$ cat src/source/xif_pkg.sv
// Shared widths, types and encodings for the offload subsystem.
// Imported by the core, coprocessor, register block and testbench.
package xif_pkg;

  // Data path widths
  localparam int unsigned WORD_W     = 32;
  localparam int unsigned INSTR_W    = 32;
  localparam int unsigned REG_ADDR_W = 3;
  localparam int unsigned IMM_W      = 16;
  localparam int unsigned CFG_ADDR_W = 2;
  localparam int unsigned NUM_REGS   = 8;

  typedef logic [WORD_W-1:0]     word_t;
  typedef logic [INSTR_W-1:0]    instr_t;
  typedef logic [REG_ADDR_W-1:0] reg_addr_t;
  typedef logic [IMM_W-1:0]      imm_t;
  typedef logic [CFG_ADDR_W-1:0] cfg_addr_t;

  // Instruction field positions
  localparam int unsigned OPC_MSB = 31;
  localparam int unsigned OPC_LSB = 28;
  localparam int unsigned RD_MSB  = 26;
  localparam int unsigned RD_LSB  = 24;
  localparam int unsigned RS1_MSB = 22;
  localparam int unsigned RS1_LSB = 20;
  localparam int unsigned RS2_MSB = 18;
  localparam int unsigned RS2_LSB = 16;
  localparam int unsigned IMM_MSB = 15;
  localparam int unsigned IMM_LSB = 0;

  // Opcodes not listed here are illegal
  typedef enum logic [3:0] {
    OP_LI     = 4'h0,
    OP_ADD    = 4'h1,
    OP_SUB    = 4'h2,
    OP_XOR    = 4'h3,
    OP_CUSTOM = 4'hB
  } opcode_e;

  // Coprocessor function, taken from imm[1:0]
  typedef enum logic [1:0] {
    CF_MUL  = 2'd0,
    CF_POPC = 2'd1,
    CF_ROTL = 2'd2,
    CF_MAXU = 2'd3
  } copro_func_e;

  // Register block map
  localparam cfg_addr_t CFG_CTRL  = 2'd0;
  localparam cfg_addr_t CFG_COUNT = 2'd1;

endpackage

$ cat src/source/xif_regfile.sv
// General purpose register file of the core.
// Two combinational read ports, one write port applied at the clock edge.
`timescale 1ns/1ps

module xif_regfile (
  input  logic               clk_i,
  input  logic               rst_n_i,
  input  xif_pkg::reg_addr_t raddr_a_i,
  input  xif_pkg::reg_addr_t raddr_b_i,
  input  xif_pkg::reg_addr_t waddr_i,
  input  logic               we_i,
  input  xif_pkg::word_t     wdata_i,
  output xif_pkg::word_t     rdata_a_o,
  output xif_pkg::word_t     rdata_b_o
);
  import xif_pkg::*;

  word_t regs_q [NUM_REGS];

  // All registers clear on reset, including index 0
  always_ff @(posedge clk_i) begin
    if (!rst_n_i) begin
      for (int i = 0; i < NUM_REGS; i++) begin
        regs_q[i] <= '0;
      end
    end else if (we_i) begin
      regs_q[waddr_i] <= wdata_i;
    end
  end

  // Read ports see the old value during a write cycle
  assign rdata_a_o = regs_q[raddr_a_i];
  assign rdata_b_o = regs_q[raddr_b_i];

endmodule

$ cat src/source/xif_core.sv
// Single-issue integer core with one instruction in flight.
// Executes LI/ADD/SUB/XOR locally and offloads CUSTOM to the coprocessor.
// Every instruction leaves through the retire port as a one-cycle pulse.
`timescale 1ns/1ps

module xif_core (
  input  logic                 clk_i,
  input  logic                 rst_n_i,
  // Instruction stream
  input  logic                 instr_valid_i,
  input  xif_pkg::instr_t      instr_i,
  output logic                 instr_ready_o,
  // Register file
  output xif_pkg::reg_addr_t   rf_raddr_a_o,
  output xif_pkg::reg_addr_t   rf_raddr_b_o,
  input  xif_pkg::word_t       rf_rdata_a_i,
  input  xif_pkg::word_t       rf_rdata_b_i,
  output logic                 rf_we_o,
  output xif_pkg::reg_addr_t   rf_waddr_o,
  output xif_pkg::word_t       rf_wdata_o,
  // Offload issue
  output logic                 issue_valid_o,
  output xif_pkg::copro_func_e issue_func_o,
  output xif_pkg::reg_addr_t   issue_rd_o,
  output xif_pkg::word_t       issue_rs1_o,
  output xif_pkg::word_t       issue_rs2_o,
  input  logic                 issue_ready_i,
  input  logic                 issue_accept_i,
  // Offload result
  input  logic                 result_valid_i,
  input  xif_pkg::reg_addr_t   result_rd_i,
  input  xif_pkg::word_t       result_data_i,
  // Retire port
  output logic                 retire_valid_o,
  output xif_pkg::instr_t      retire_instr_o,
  output xif_pkg::reg_addr_t   retire_rd_o,
  output xif_pkg::word_t       retire_data_o,
  output logic                 retire_illegal_o
);
  import xif_pkg::*;

  typedef enum logic [1:0] {
    IDLE,
    EXEC,
    ISSUE,
    WAIT_RESULT
  } core_state_e;

  core_state_e state_q;
  core_state_e state_d;
  instr_t      instr_q;
  logic        ready_q;
  logic        custom_ok_q;
  word_t       result_q;

  opcode_e     opcode;
  reg_addr_t   rd;
  imm_t        imm;
  word_t       alu_res;
  logic        native_op;
  logic        retire_ok;
  logic        instr_fire;
  logic        issue_fire;
  logic        result_hit;

  // Field extraction from the latched instruction
  assign opcode = opcode_e'(instr_q[OPC_MSB:OPC_LSB]);
  assign rd     = instr_q[RD_MSB:RD_LSB];
  assign imm    = instr_q[IMM_MSB:IMM_LSB];

  assign instr_ready_o = ready_q;
  assign instr_fire    = instr_valid_i & ready_q;
  assign issue_fire    = issue_valid_o & issue_ready_i;
  // Result only counts when its tag matches the pending rd
  assign result_hit    = (state_q == WAIT_RESULT) & result_valid_i & (result_rd_i == rd);

  assign rf_raddr_a_o = instr_q[RS1_MSB:RS1_LSB];
  assign rf_raddr_b_o = instr_q[RS2_MSB:RS2_LSB];

  // Native ALU
  always_comb begin
    native_op = 1'b1;
    alu_res   = '0;
    case (opcode)
      OP_LI:   alu_res = {{(WORD_W-IMM_W){imm[IMM_W-1]}}, imm};
      OP_ADD:  alu_res = rf_rdata_a_i + rf_rdata_b_i;
      OP_SUB:  alu_res = rf_rdata_a_i - rf_rdata_b_i;
      OP_XOR:  alu_res = rf_rdata_a_i ^ rf_rdata_b_i;
      default: native_op = 1'b0;
    endcase
  end

  // A CUSTOM op in EXEC either came back with a result or was refused
  always_comb begin
    retire_ok     = native_op;
    retire_data_o = alu_res;
    if (opcode == OP_CUSTOM) begin
      retire_ok     = custom_ok_q;
      retire_data_o = result_q;
    end
    if (!retire_ok) begin
      retire_data_o = '0;
    end
  end

  assign retire_valid_o   = (state_q == EXEC);
  assign retire_illegal_o = retire_valid_o & ~retire_ok;
  assign retire_instr_o   = instr_q;
  assign retire_rd_o      = rd;

  // Write back together with retire
  assign rf_we_o    = retire_valid_o & retire_ok;
  assign rf_waddr_o = rd;
  assign rf_wdata_o = retire_data_o;

  // Operands come straight from the register file read ports
  assign issue_valid_o = (state_q == ISSUE);
  assign issue_func_o  = copro_func_e'(imm[1:0]);
  assign issue_rd_o    = rd;
  assign issue_rs1_o   = rf_rdata_a_i;
  assign issue_rs2_o   = rf_rdata_b_i;

  always_comb begin
    state_d = state_q;
    case (state_q)
      IDLE: begin
        if (instr_fire) begin
          state_d = (instr_i[OPC_MSB:OPC_LSB] == OP_CUSTOM) ? ISSUE : EXEC;
        end
      end
      EXEC: state_d = IDLE;
      ISSUE: begin
        if (issue_fire) begin
          state_d = issue_accept_i ? WAIT_RESULT : EXEC;
        end
      end
      WAIT_RESULT: begin
        if (result_hit) begin
          state_d = EXEC;
        end
      end
      default: state_d = IDLE;
    endcase
  end

  // Ready is registered so it stays low in the first cycle out of reset
  always_ff @(posedge clk_i) begin
    if (!rst_n_i) begin
      state_q     <= IDLE;
      ready_q     <= 1'b0;
      custom_ok_q <= 1'b0;
    end else begin
      state_q <= state_d;
      ready_q <= (state_d == IDLE);
      if (instr_fire) begin
        custom_ok_q <= 1'b0;
      end else if (result_hit) begin
        custom_ok_q <= 1'b1;
      end
    end
  end

  always_ff @(posedge clk_i) begin
    if (instr_fire) begin
      instr_q <= instr_i;
    end
    if (result_hit) begin
      result_q <= result_data_i;
    end
  end

endmodule

$ cat src/source/xif_coprocessor.sv
// Example coprocessor on the offload interface.
// Accepts work only when enabled; two register stages produce the result.
`timescale 1ns/1ps

module xif_coprocessor (
  input  logic                 clk_i,
  input  logic                 rst_n_i,
  input  logic                 copro_en_i,
  // Offload issue
  input  logic                 issue_valid_i,
  input  xif_pkg::copro_func_e issue_func_i,
  input  xif_pkg::reg_addr_t   issue_rd_i,
  input  xif_pkg::word_t       issue_rs1_i,
  input  xif_pkg::word_t       issue_rs2_i,
  output logic                 issue_ready_o,
  output logic                 issue_accept_o,
  // Offload result, no back-pressure
  output logic                 result_valid_o,
  output xif_pkg::reg_addr_t   result_rd_o,
  output xif_pkg::word_t       result_data_o
);
  import xif_pkg::*;

  // Stage 1 holds the captured request
  logic        s1_valid_q;
  copro_func_e s1_func_q;
  reg_addr_t   s1_rd_q;
  word_t       s1_op_a_q;
  word_t       s1_op_b_q;

  // Stage 2 holds the finished result
  logic        s2_valid_q;
  reg_addr_t   s2_rd_q;
  word_t       s2_data_q;

  logic        take;
  word_t       op_res;
  logic [2*WORD_W-1:0] rot_tmp;

  function automatic word_t popcount(word_t val);
    word_t cnt;
    cnt = '0;
    for (int i = 0; i < WORD_W; i++) begin
      cnt = cnt + word_t'(val[i]);
    end
    return cnt;
  endfunction

  assign issue_ready_o  = ~s1_valid_q & ~s2_valid_q;
  assign issue_accept_o = copro_en_i;
  assign take           = issue_valid_i & issue_ready_o & copro_en_i;

  // Rotate via the upper half of a doubled word
  assign rot_tmp = {s1_op_a_q, s1_op_a_q} << s1_op_b_q[4:0];

  always_comb begin
    op_res = '0;
    case (s1_func_q)
      CF_MUL:  op_res = s1_op_a_q * s1_op_b_q;
      CF_POPC: op_res = popcount(s1_op_a_q);
      CF_ROTL: op_res = rot_tmp[2*WORD_W-1:WORD_W];
      CF_MAXU: op_res = (s1_op_a_q > s1_op_b_q) ? s1_op_a_q : s1_op_b_q;
      default: op_res = '0;
    endcase
  end

  always_ff @(posedge clk_i) begin
    if (!rst_n_i) begin
      s1_valid_q <= 1'b0;
      s2_valid_q <= 1'b0;
    end else begin
      s1_valid_q <= take;
      s2_valid_q <= s1_valid_q;
    end
  end

  always_ff @(posedge clk_i) begin
    if (take) begin
      s1_func_q <= issue_func_i;
      s1_rd_q   <= issue_rd_i;
      s1_op_a_q <= issue_rs1_i;
      s1_op_b_q <= issue_rs2_i;
    end
    if (s1_valid_q) begin
      s2_rd_q   <= s1_rd_q;
      s2_data_q <= op_res;
    end
  end

  assign result_valid_o = s2_valid_q;
  assign result_rd_o    = s2_rd_q;
  assign result_data_o  = s2_data_q;

endmodule

$ cat src/source/xif_cfg_regs.sv
// Software-visible control block beside the coprocessor.
// Holds the enable bit and counts offloads the coprocessor accepted.
`timescale 1ns/1ps

module xif_cfg_regs (
  input  logic                clk_i,
  input  logic                rst_n_i,
  // Register bus
  input  logic                cfg_we_i,
  input  xif_pkg::cfg_addr_t  cfg_addr_i,
  input  xif_pkg::word_t      cfg_wdata_i,
  output xif_pkg::word_t      cfg_rdata_o,
  // Issue handshake monitor
  input  logic                issue_valid_i,
  input  logic                issue_ready_i,
  input  logic                issue_accept_i,
  output logic                copro_en_o
);
  import xif_pkg::*;

  logic  en_q;
  word_t count_q;
  logic  accepted;

  assign accepted = issue_valid_i & issue_ready_i & issue_accept_i;

  always_ff @(posedge clk_i) begin
    if (!rst_n_i) begin
      en_q    <= 1'b0;
      count_q <= '0;
    end else begin
      if (cfg_we_i && (cfg_addr_i == CFG_CTRL)) begin
        en_q <= cfg_wdata_i[0];
      end
      // Writing the count address clears it, data is ignored
      if (cfg_we_i && (cfg_addr_i == CFG_COUNT)) begin
        count_q <= '0;
      end else if (accepted) begin
        count_q <= count_q + 1'b1;
      end
    end
  end

  always_comb begin
    case (cfg_addr_i)
      CFG_CTRL:  cfg_rdata_o = {{(WORD_W-1){1'b0}}, en_q};
      CFG_COUNT: cfg_rdata_o = count_q;
      default:   cfg_rdata_o = '0;
    endcase
  end

  assign copro_en_o = en_q;

endmodule

$ cat src/source/xif_subsystem.sv
// Top level of the offload subsystem.
// Places the core and register file beside the coprocessor and its control block.
`timescale 1ns/1ps

module xif_subsystem (
  input  logic               clk_i,
  input  logic               rst_n_i,
  // Instruction stream
  input  logic               instr_valid_i,
  input  xif_pkg::instr_t    instr_i,
  output logic               instr_ready_o,
  // Retire trace
  output logic               retire_valid_o,
  output xif_pkg::instr_t    retire_instr_o,
  output xif_pkg::reg_addr_t retire_rd_o,
  output xif_pkg::word_t     retire_data_o,
  output logic               retire_illegal_o,
  // Register bus
  input  logic               cfg_we_i,
  input  xif_pkg::cfg_addr_t cfg_addr_i,
  input  xif_pkg::word_t     cfg_wdata_i,
  output xif_pkg::word_t     cfg_rdata_o
);
  import xif_pkg::*;

  reg_addr_t   rf_raddr_a;
  reg_addr_t   rf_raddr_b;
  word_t       rf_rdata_a;
  word_t       rf_rdata_b;
  logic        rf_we;
  reg_addr_t   rf_waddr;
  word_t       rf_wdata;

  logic        issue_valid;
  copro_func_e issue_func;
  reg_addr_t   issue_rd;
  word_t       issue_rs1;
  word_t       issue_rs2;
  logic        issue_ready;
  logic        issue_accept;

  logic        result_valid;
  reg_addr_t   result_rd;
  word_t       result_data;

  logic        copro_en;

  xif_core i_core (
    .clk_i            ( clk_i            ),
    .rst_n_i          ( rst_n_i          ),
    .instr_valid_i    ( instr_valid_i    ),
    .instr_i          ( instr_i          ),
    .instr_ready_o    ( instr_ready_o    ),
    .rf_raddr_a_o     ( rf_raddr_a       ),
    .rf_raddr_b_o     ( rf_raddr_b       ),
    .rf_rdata_a_i     ( rf_rdata_a       ),
    .rf_rdata_b_i     ( rf_rdata_b       ),
    .rf_we_o          ( rf_we            ),
    .rf_waddr_o       ( rf_waddr         ),
    .rf_wdata_o       ( rf_wdata         ),
    .issue_valid_o    ( issue_valid      ),
    .issue_func_o     ( issue_func       ),
    .issue_rd_o       ( issue_rd         ),
    .issue_rs1_o      ( issue_rs1        ),
    .issue_rs2_o      ( issue_rs2        ),
    .issue_ready_i    ( issue_ready      ),
    .issue_accept_i   ( issue_accept     ),
    .result_valid_i   ( result_valid     ),
    .result_rd_i      ( result_rd        ),
    .result_data_i    ( result_data      ),
    .retire_valid_o   ( retire_valid_o   ),
    .retire_instr_o   ( retire_instr_o   ),
    .retire_rd_o      ( retire_rd_o      ),
    .retire_data_o    ( retire_data_o    ),
    .retire_illegal_o ( retire_illegal_o )
  );

  xif_regfile i_regfile (
    .clk_i     ( clk_i      ),
    .rst_n_i   ( rst_n_i    ),
    .raddr_a_i ( rf_raddr_a ),
    .raddr_b_i ( rf_raddr_b ),
    .waddr_i   ( rf_waddr   ),
    .we_i      ( rf_we      ),
    .wdata_i   ( rf_wdata   ),
    .rdata_a_o ( rf_rdata_a ),
    .rdata_b_o ( rf_rdata_b )
  );

  xif_coprocessor i_coprocessor (
    .clk_i          ( clk_i        ),
    .rst_n_i        ( rst_n_i      ),
    .copro_en_i     ( copro_en     ),
    .issue_valid_i  ( issue_valid  ),
    .issue_func_i   ( issue_func   ),
    .issue_rd_i     ( issue_rd     ),
    .issue_rs1_i    ( issue_rs1    ),
    .issue_rs2_i    ( issue_rs2    ),
    .issue_ready_o  ( issue_ready  ),
    .issue_accept_o ( issue_accept ),
    .result_valid_o ( result_valid ),
    .result_rd_o    ( result_rd    ),
    .result_data_o  ( result_data  )
  );

  // Enable and offload counter sit on the issue handshake
  xif_cfg_regs i_cfg_regs (
    .clk_i          ( clk_i        ),
    .rst_n_i        ( rst_n_i      ),
    .cfg_we_i       ( cfg_we_i     ),
    .cfg_addr_i     ( cfg_addr_i   ),
    .cfg_wdata_i    ( cfg_wdata_i  ),
    .cfg_rdata_o    ( cfg_rdata_o  ),
    .issue_valid_i  ( issue_valid  ),
    .issue_ready_i  ( issue_ready  ),
    .issue_accept_i ( issue_accept ),
    .copro_en_o     ( copro_en     )
  );

endmodule

$ cat config.mk
export PLATFORM = sky130hd
export DESIGN_NAME = xif_subsystem
export DESIGN_NICKNAME = d
export VERILOG_FILES = /design/src/source/xif_pkg.sv /design/src/source/xif_regfile.sv /design/src/source/xif_core.sv /design/src/source/xif_coprocessor.sv /design/src/source/xif_cfg_regs.sv /design/src/source/xif_subsystem.sv
export SDC_FILE = /design/constraint.sdc
export NUM_CORES = 2
export LEC_CHECK = 0
export BUFFER_PORTS_ARGS = -buffer_cell sky130_fd_sc_hd__buf_2
export CORE_UTILIZATION = 58
export CTS_CLUSTER_DIAMETER = 120
export DETAILED_ROUTE_END_ITERATION = 12
export PLACE_DENSITY_LB_ADDON = 0.05
export RECOVER_POWER = 25
export SYNTH_ARGS = -nofsm -noshare
export SYNTH_HDL_FRONTEND = slang
export SYNTH_HIERARCHICAL = 1
export SYNTH_SLANG_ARGS = --single-unit
$ cat constraint.sdc
create_clock -name clk_i -period 7.6 [get_ports clk_i]
set_clock_uncertainty 0.1 [all_clocks]
set_input_delay 1.52 -clock clk_i [delete_from_list [all_inputs] [get_ports clk_i]]
set_output_delay 1.52 -clock clk_i [all_outputs]
set_load 0.02 [all_outputs]
==> flow_summary.ini <==
[pwr]
peakVddDrop_mv = 0.2147
p_per_area_nw_per_um2 = 119.4
total_leakage_power_nw = 20.94

[yosys]
synth_top_family_by_area = adder cells
synth.most_common_cell = inv_1
yosysSeqAreaShare = 0.3005
synth_top_area_cell = edfxtp_1
async_flop_share = 0
synthFlopType = edfxtp_1
netlist_area_um2 = 44970
yosys.area_share.adder = 0.2533
synth_area_leaders = edfxtp_1 28%, fa_1 19%, ha_1 6.0%
synth_xor_area_frac = 0.03584
synth_warnings = 6
synth_top_area_frac = 0.2831
yosysUniqueCellTypes = 91
synth_compound_area_frac = 0.06703
ys_seq_elements = 463
synth-simple-area-share = 0.1377
synth_common_cells = 490 x inv_1, 434 x fa_1, 424 x edfxtp_1
synth_mux_area_frac = 0.1154
synth_edf_count = 424
syn-instance-count = 4241
avgSynthCellArea_um2 = 10.60
syn_nets = 4961

[cells_and_area]
area_growth_pct = 10.19
drive_gt1_frac = 0.1734
multi_input_area_um2 = 28010
register_area_um2 = 13510
layout.nets = 5069
fillers = 6342

[setup_path]
cp.required_ns = 5.98
path_cells = buf_6, buf_12, buf_4, mux4_1, mux2_1, or4_4, or3_4, nor2b_2, nor2_1, xnor2_1, ha_1, nand3_1, or3_1, nor4_1, o21ai_1, a211o_1, nand3_2, buf_2
reg2reg_depth = 24
crit_path_start_kind = flop
arrival_ns = 5.92
cpPeakStageDelay_ns = 0.60
cp-end-kind = primary output
cp_max_fo = 9
critical_path_class = reg -> out
cp_slowest_cell = or4_4

[global_routing]
grt_antenna_before_repair = 1
overflow = 0
met1_usage = 0.4791
track_usage = 0.3673
grt_pass1_wl_um = 212000
met2_usage = 0.6053
grt_pass1_vias = 33961
grt_max_degree = 91
top_usage_layer = met2
grt_use_met3 = 0.04888

[timing]
maxSlewViolCount = 240
fin_hold_ws_ns = 0.3209
fin_setup_tns_ns = 0
worst_pin_slew_ns = 3.086
slew_headroom = -1.057
rsz0062_at_grt = yes
setup_ws_ns = 0.06488
finalHoldViolCount = 0
max_clock_freq_ghz = 0.1327
timing.final.crit_share = 0.9915
setup_viol = 0
finalCriticalPeriod_ns = 7.535

[worst_hold_path]
min_delay_path_depth = 0
holdCritPathClass = reg -> reg

[die]
row_count = 101
io_pins = 172
start_util = 0.5892
die_area_um2 = 78650
fp.dieW_um = 280.5
coreArea_um2 = 76330
die_h_um = 280.5

[place]
port_buffers = 140
gp_congestion = 1.020
hpwl_um = 106100
place_ws_ns = -0.1285

[clock_tree]
clk_pin_slew_ns = 0.06
cts_buffers = 43
cts_sinks = 463
insertion_delay_ns = 0.58
cts_tree = done
root_buffer = clkbuf_16
clock_path_buffers = 3
htree_levels = 2
postCtsHoldBufs = 0

[detailed_routing]
drtAntennaViolNets = 0
dr.first_iter.drc_count = 2836
drt-total-wl_um = 142300
firstDrtPassIters = 6
vias = 33507
avgViaCountPerCell = 6.190
avgRoutedWirePerCell_um = 26.29
route.detailed.drc = 0

[flow_run]
cap_viol_max_count = 6

[outcome]
violations = capacitance limit, slew limit
outcome = complete, but fails checks
[routing by layer]
layer  share of wire  wire length (um)
met4           0.053              7602
met1            0.39             55620
met3           0.073             10420
met5               0                 0
met2            0.48             68650
[cell families (layout without fill, tap and decap cells)]
| group | Yosys count | in the layout |
|---|---|---|
| flops | 463 | 463 |
| buf+inv | 925 | 1066 |
| fa+ha+maj | 650 | 650 |
| compound gates | 479 | 479 |
| mux | 273 | 273 |
| other cells | 0 | 1 |
| simple gates | 1267 | 1267 |
| xor+xnor | 184 | 184 |
[sequential cells by signal, summed over array words and instances (netlist names), 3 cells and up]
| name | cells |
|---|---|
| i_cfg_regs/count_q | 32 |
| i_coprocessor/result_data_o | 32 |
| i_coprocessor/result_rd_o | 3 |
| i_coprocessor/s1_op_a_q | 32 |
| i_coprocessor/s1_op_b_q | 32 |
| i_coprocessor/s1_rd_q | 3 |
| i_core/result_q | 32 |
| i_core/retire_instr_o | 32 |
| i_regfile/regs_q | 256 |
[power breakdown]
| part | internal [mW] | leakage [nW] | total, mW | switching, mW |
|---|---|---|---|---|
| logic | 0.392 | 15.8 | 1.00 | 0.611 |
| clock network | 1.10 | 0.628 | 2.05 | 0.941 |
| registers | 2.83 | 4.48 | 2.87 | 0.0377 |
[critical path: cells and delay by family (launching register included)]
| kind | cells | cell delay, ns |
|---|---|---|
| DFF | 1 | 0.34 |
| muxes | 2 | 0.99 |
| and+or+nand+nor | 8 | 2.24 |
| buffers and inverters | 4 | 0.61 |
| xor gates and xnor gates | 1 | 0.13 |
| AOI/OAI and AO/OA | 2 | 0.58 |
| adders and majority gates | 1 | 0.42 |
[repair_timing]
| action | in CTS | in global routing |
|---|---|---|
| setup endpoints to repair | 10 | 25 |
| resized for setup | 30 | 118 |
| buffers inserted | 6 | 15 |
| gates cloned | 2 | 0 |
| pin swaps | 3 | 43 |
[layout make-up]
class / instances / area share
inverters: 536 / 0.04090
multi-input cells: 2853 / 0.5653
flip-flops and latches: 463 / 0.2727
repair buffers: 452 / 0.06886
diodes: 1 / 0.00005050
clock inverters: 22 / 0.003080
well taps: 1030 / 0.02601
clock buffers: 56 / 0.02313
[per-stage QoR]
| step | instances | total power [mW] | cell area, um^2 | util |
|---|---|---|---|---|
| detailed placement | 5312 | 3.857 | 47500 | 0.6223 |
| global placement | 5312 | 3.850 | 47500 | 0.6223 |
| global route | 5412 | 6.099 | 49550 | 0.6492 |
| floorplan | 4241 | 3.607 | 44970 | - |
| finish | 5413 | 5.918 | 49550 | 0.6492 |
| CTS | 5398 | 5.904 | 49030 | 0.6423 |
[layout by cell type (no fill, tap or decap), drive strengths merged, types with 12 or more instances in the layout]
| cell type | Yosys | layout |
|---|---|---|
| nor2b | 16 | 16 |
| ha | 216 | 216 |
| nand2b | 12 | 12 |
| a221oi | 17 | 17 |
| mux2i | 42 | 42 |
| o31ai | 18 | 18 |
| clkinv | 43 | 55 |
| o22ai | 19 | 19 |
| or3 | 18 | 18 |
| buf | 181 | 440 |
| a21o | 40 | 40 |
| mux4 | 165 | 165 |
| clkbuf | 208 | 67 |
| nand2 | 350 | 350 |
| or4 | 13 | 13 |
| and2 | 196 | 196 |
| nor4 | 18 | 18 |
| and3 | 12 | 12 |
| o21ai | 142 | 142 |
| inv | 493 | 496 |
| fa | 434 | 434 |
| nand4 | 32 | 32 |
| xor2 | 83 | 83 |
| mux2 | 66 | 66 |
| edfxtp | 424 | 424 |
| dfxtp | 39 | 39 |
| nor2 | 242 | 242 |
| nor3 | 293 | 293 |
| o211ai | 14 | 14 |
| a21oi | 136 | 136 |
| a222oi | 13 | 13 |
| nand3 | 35 | 35 |
| xnor2 | 101 | 101 |
[path summary, 6_finish.rpt]
kind	slack, ns	from	endpoint
setup / recovery	0.06	i_core/retire_instr_o[16]$_DFFE_PP_	retire_data_o[29]
hold / removal	0.32	i_coprocessor/result_data_o[6]$_DFFE_PP_	i_core/result_q[6]$_DFFE_PP_
setup reg to reg	0.13	i_coprocessor/s1_op_b_q[7]$_DFFE_PP_	i_coprocessor/result_data_o[28]$_DFFE_PP_
hold reg to reg	0.32	i_coprocessor/result_data_o[6]$_DFFE_PP_	i_core/result_q[6]$_DFFE_PP_
Note: power is estimated with default switching activity, not from simulation.
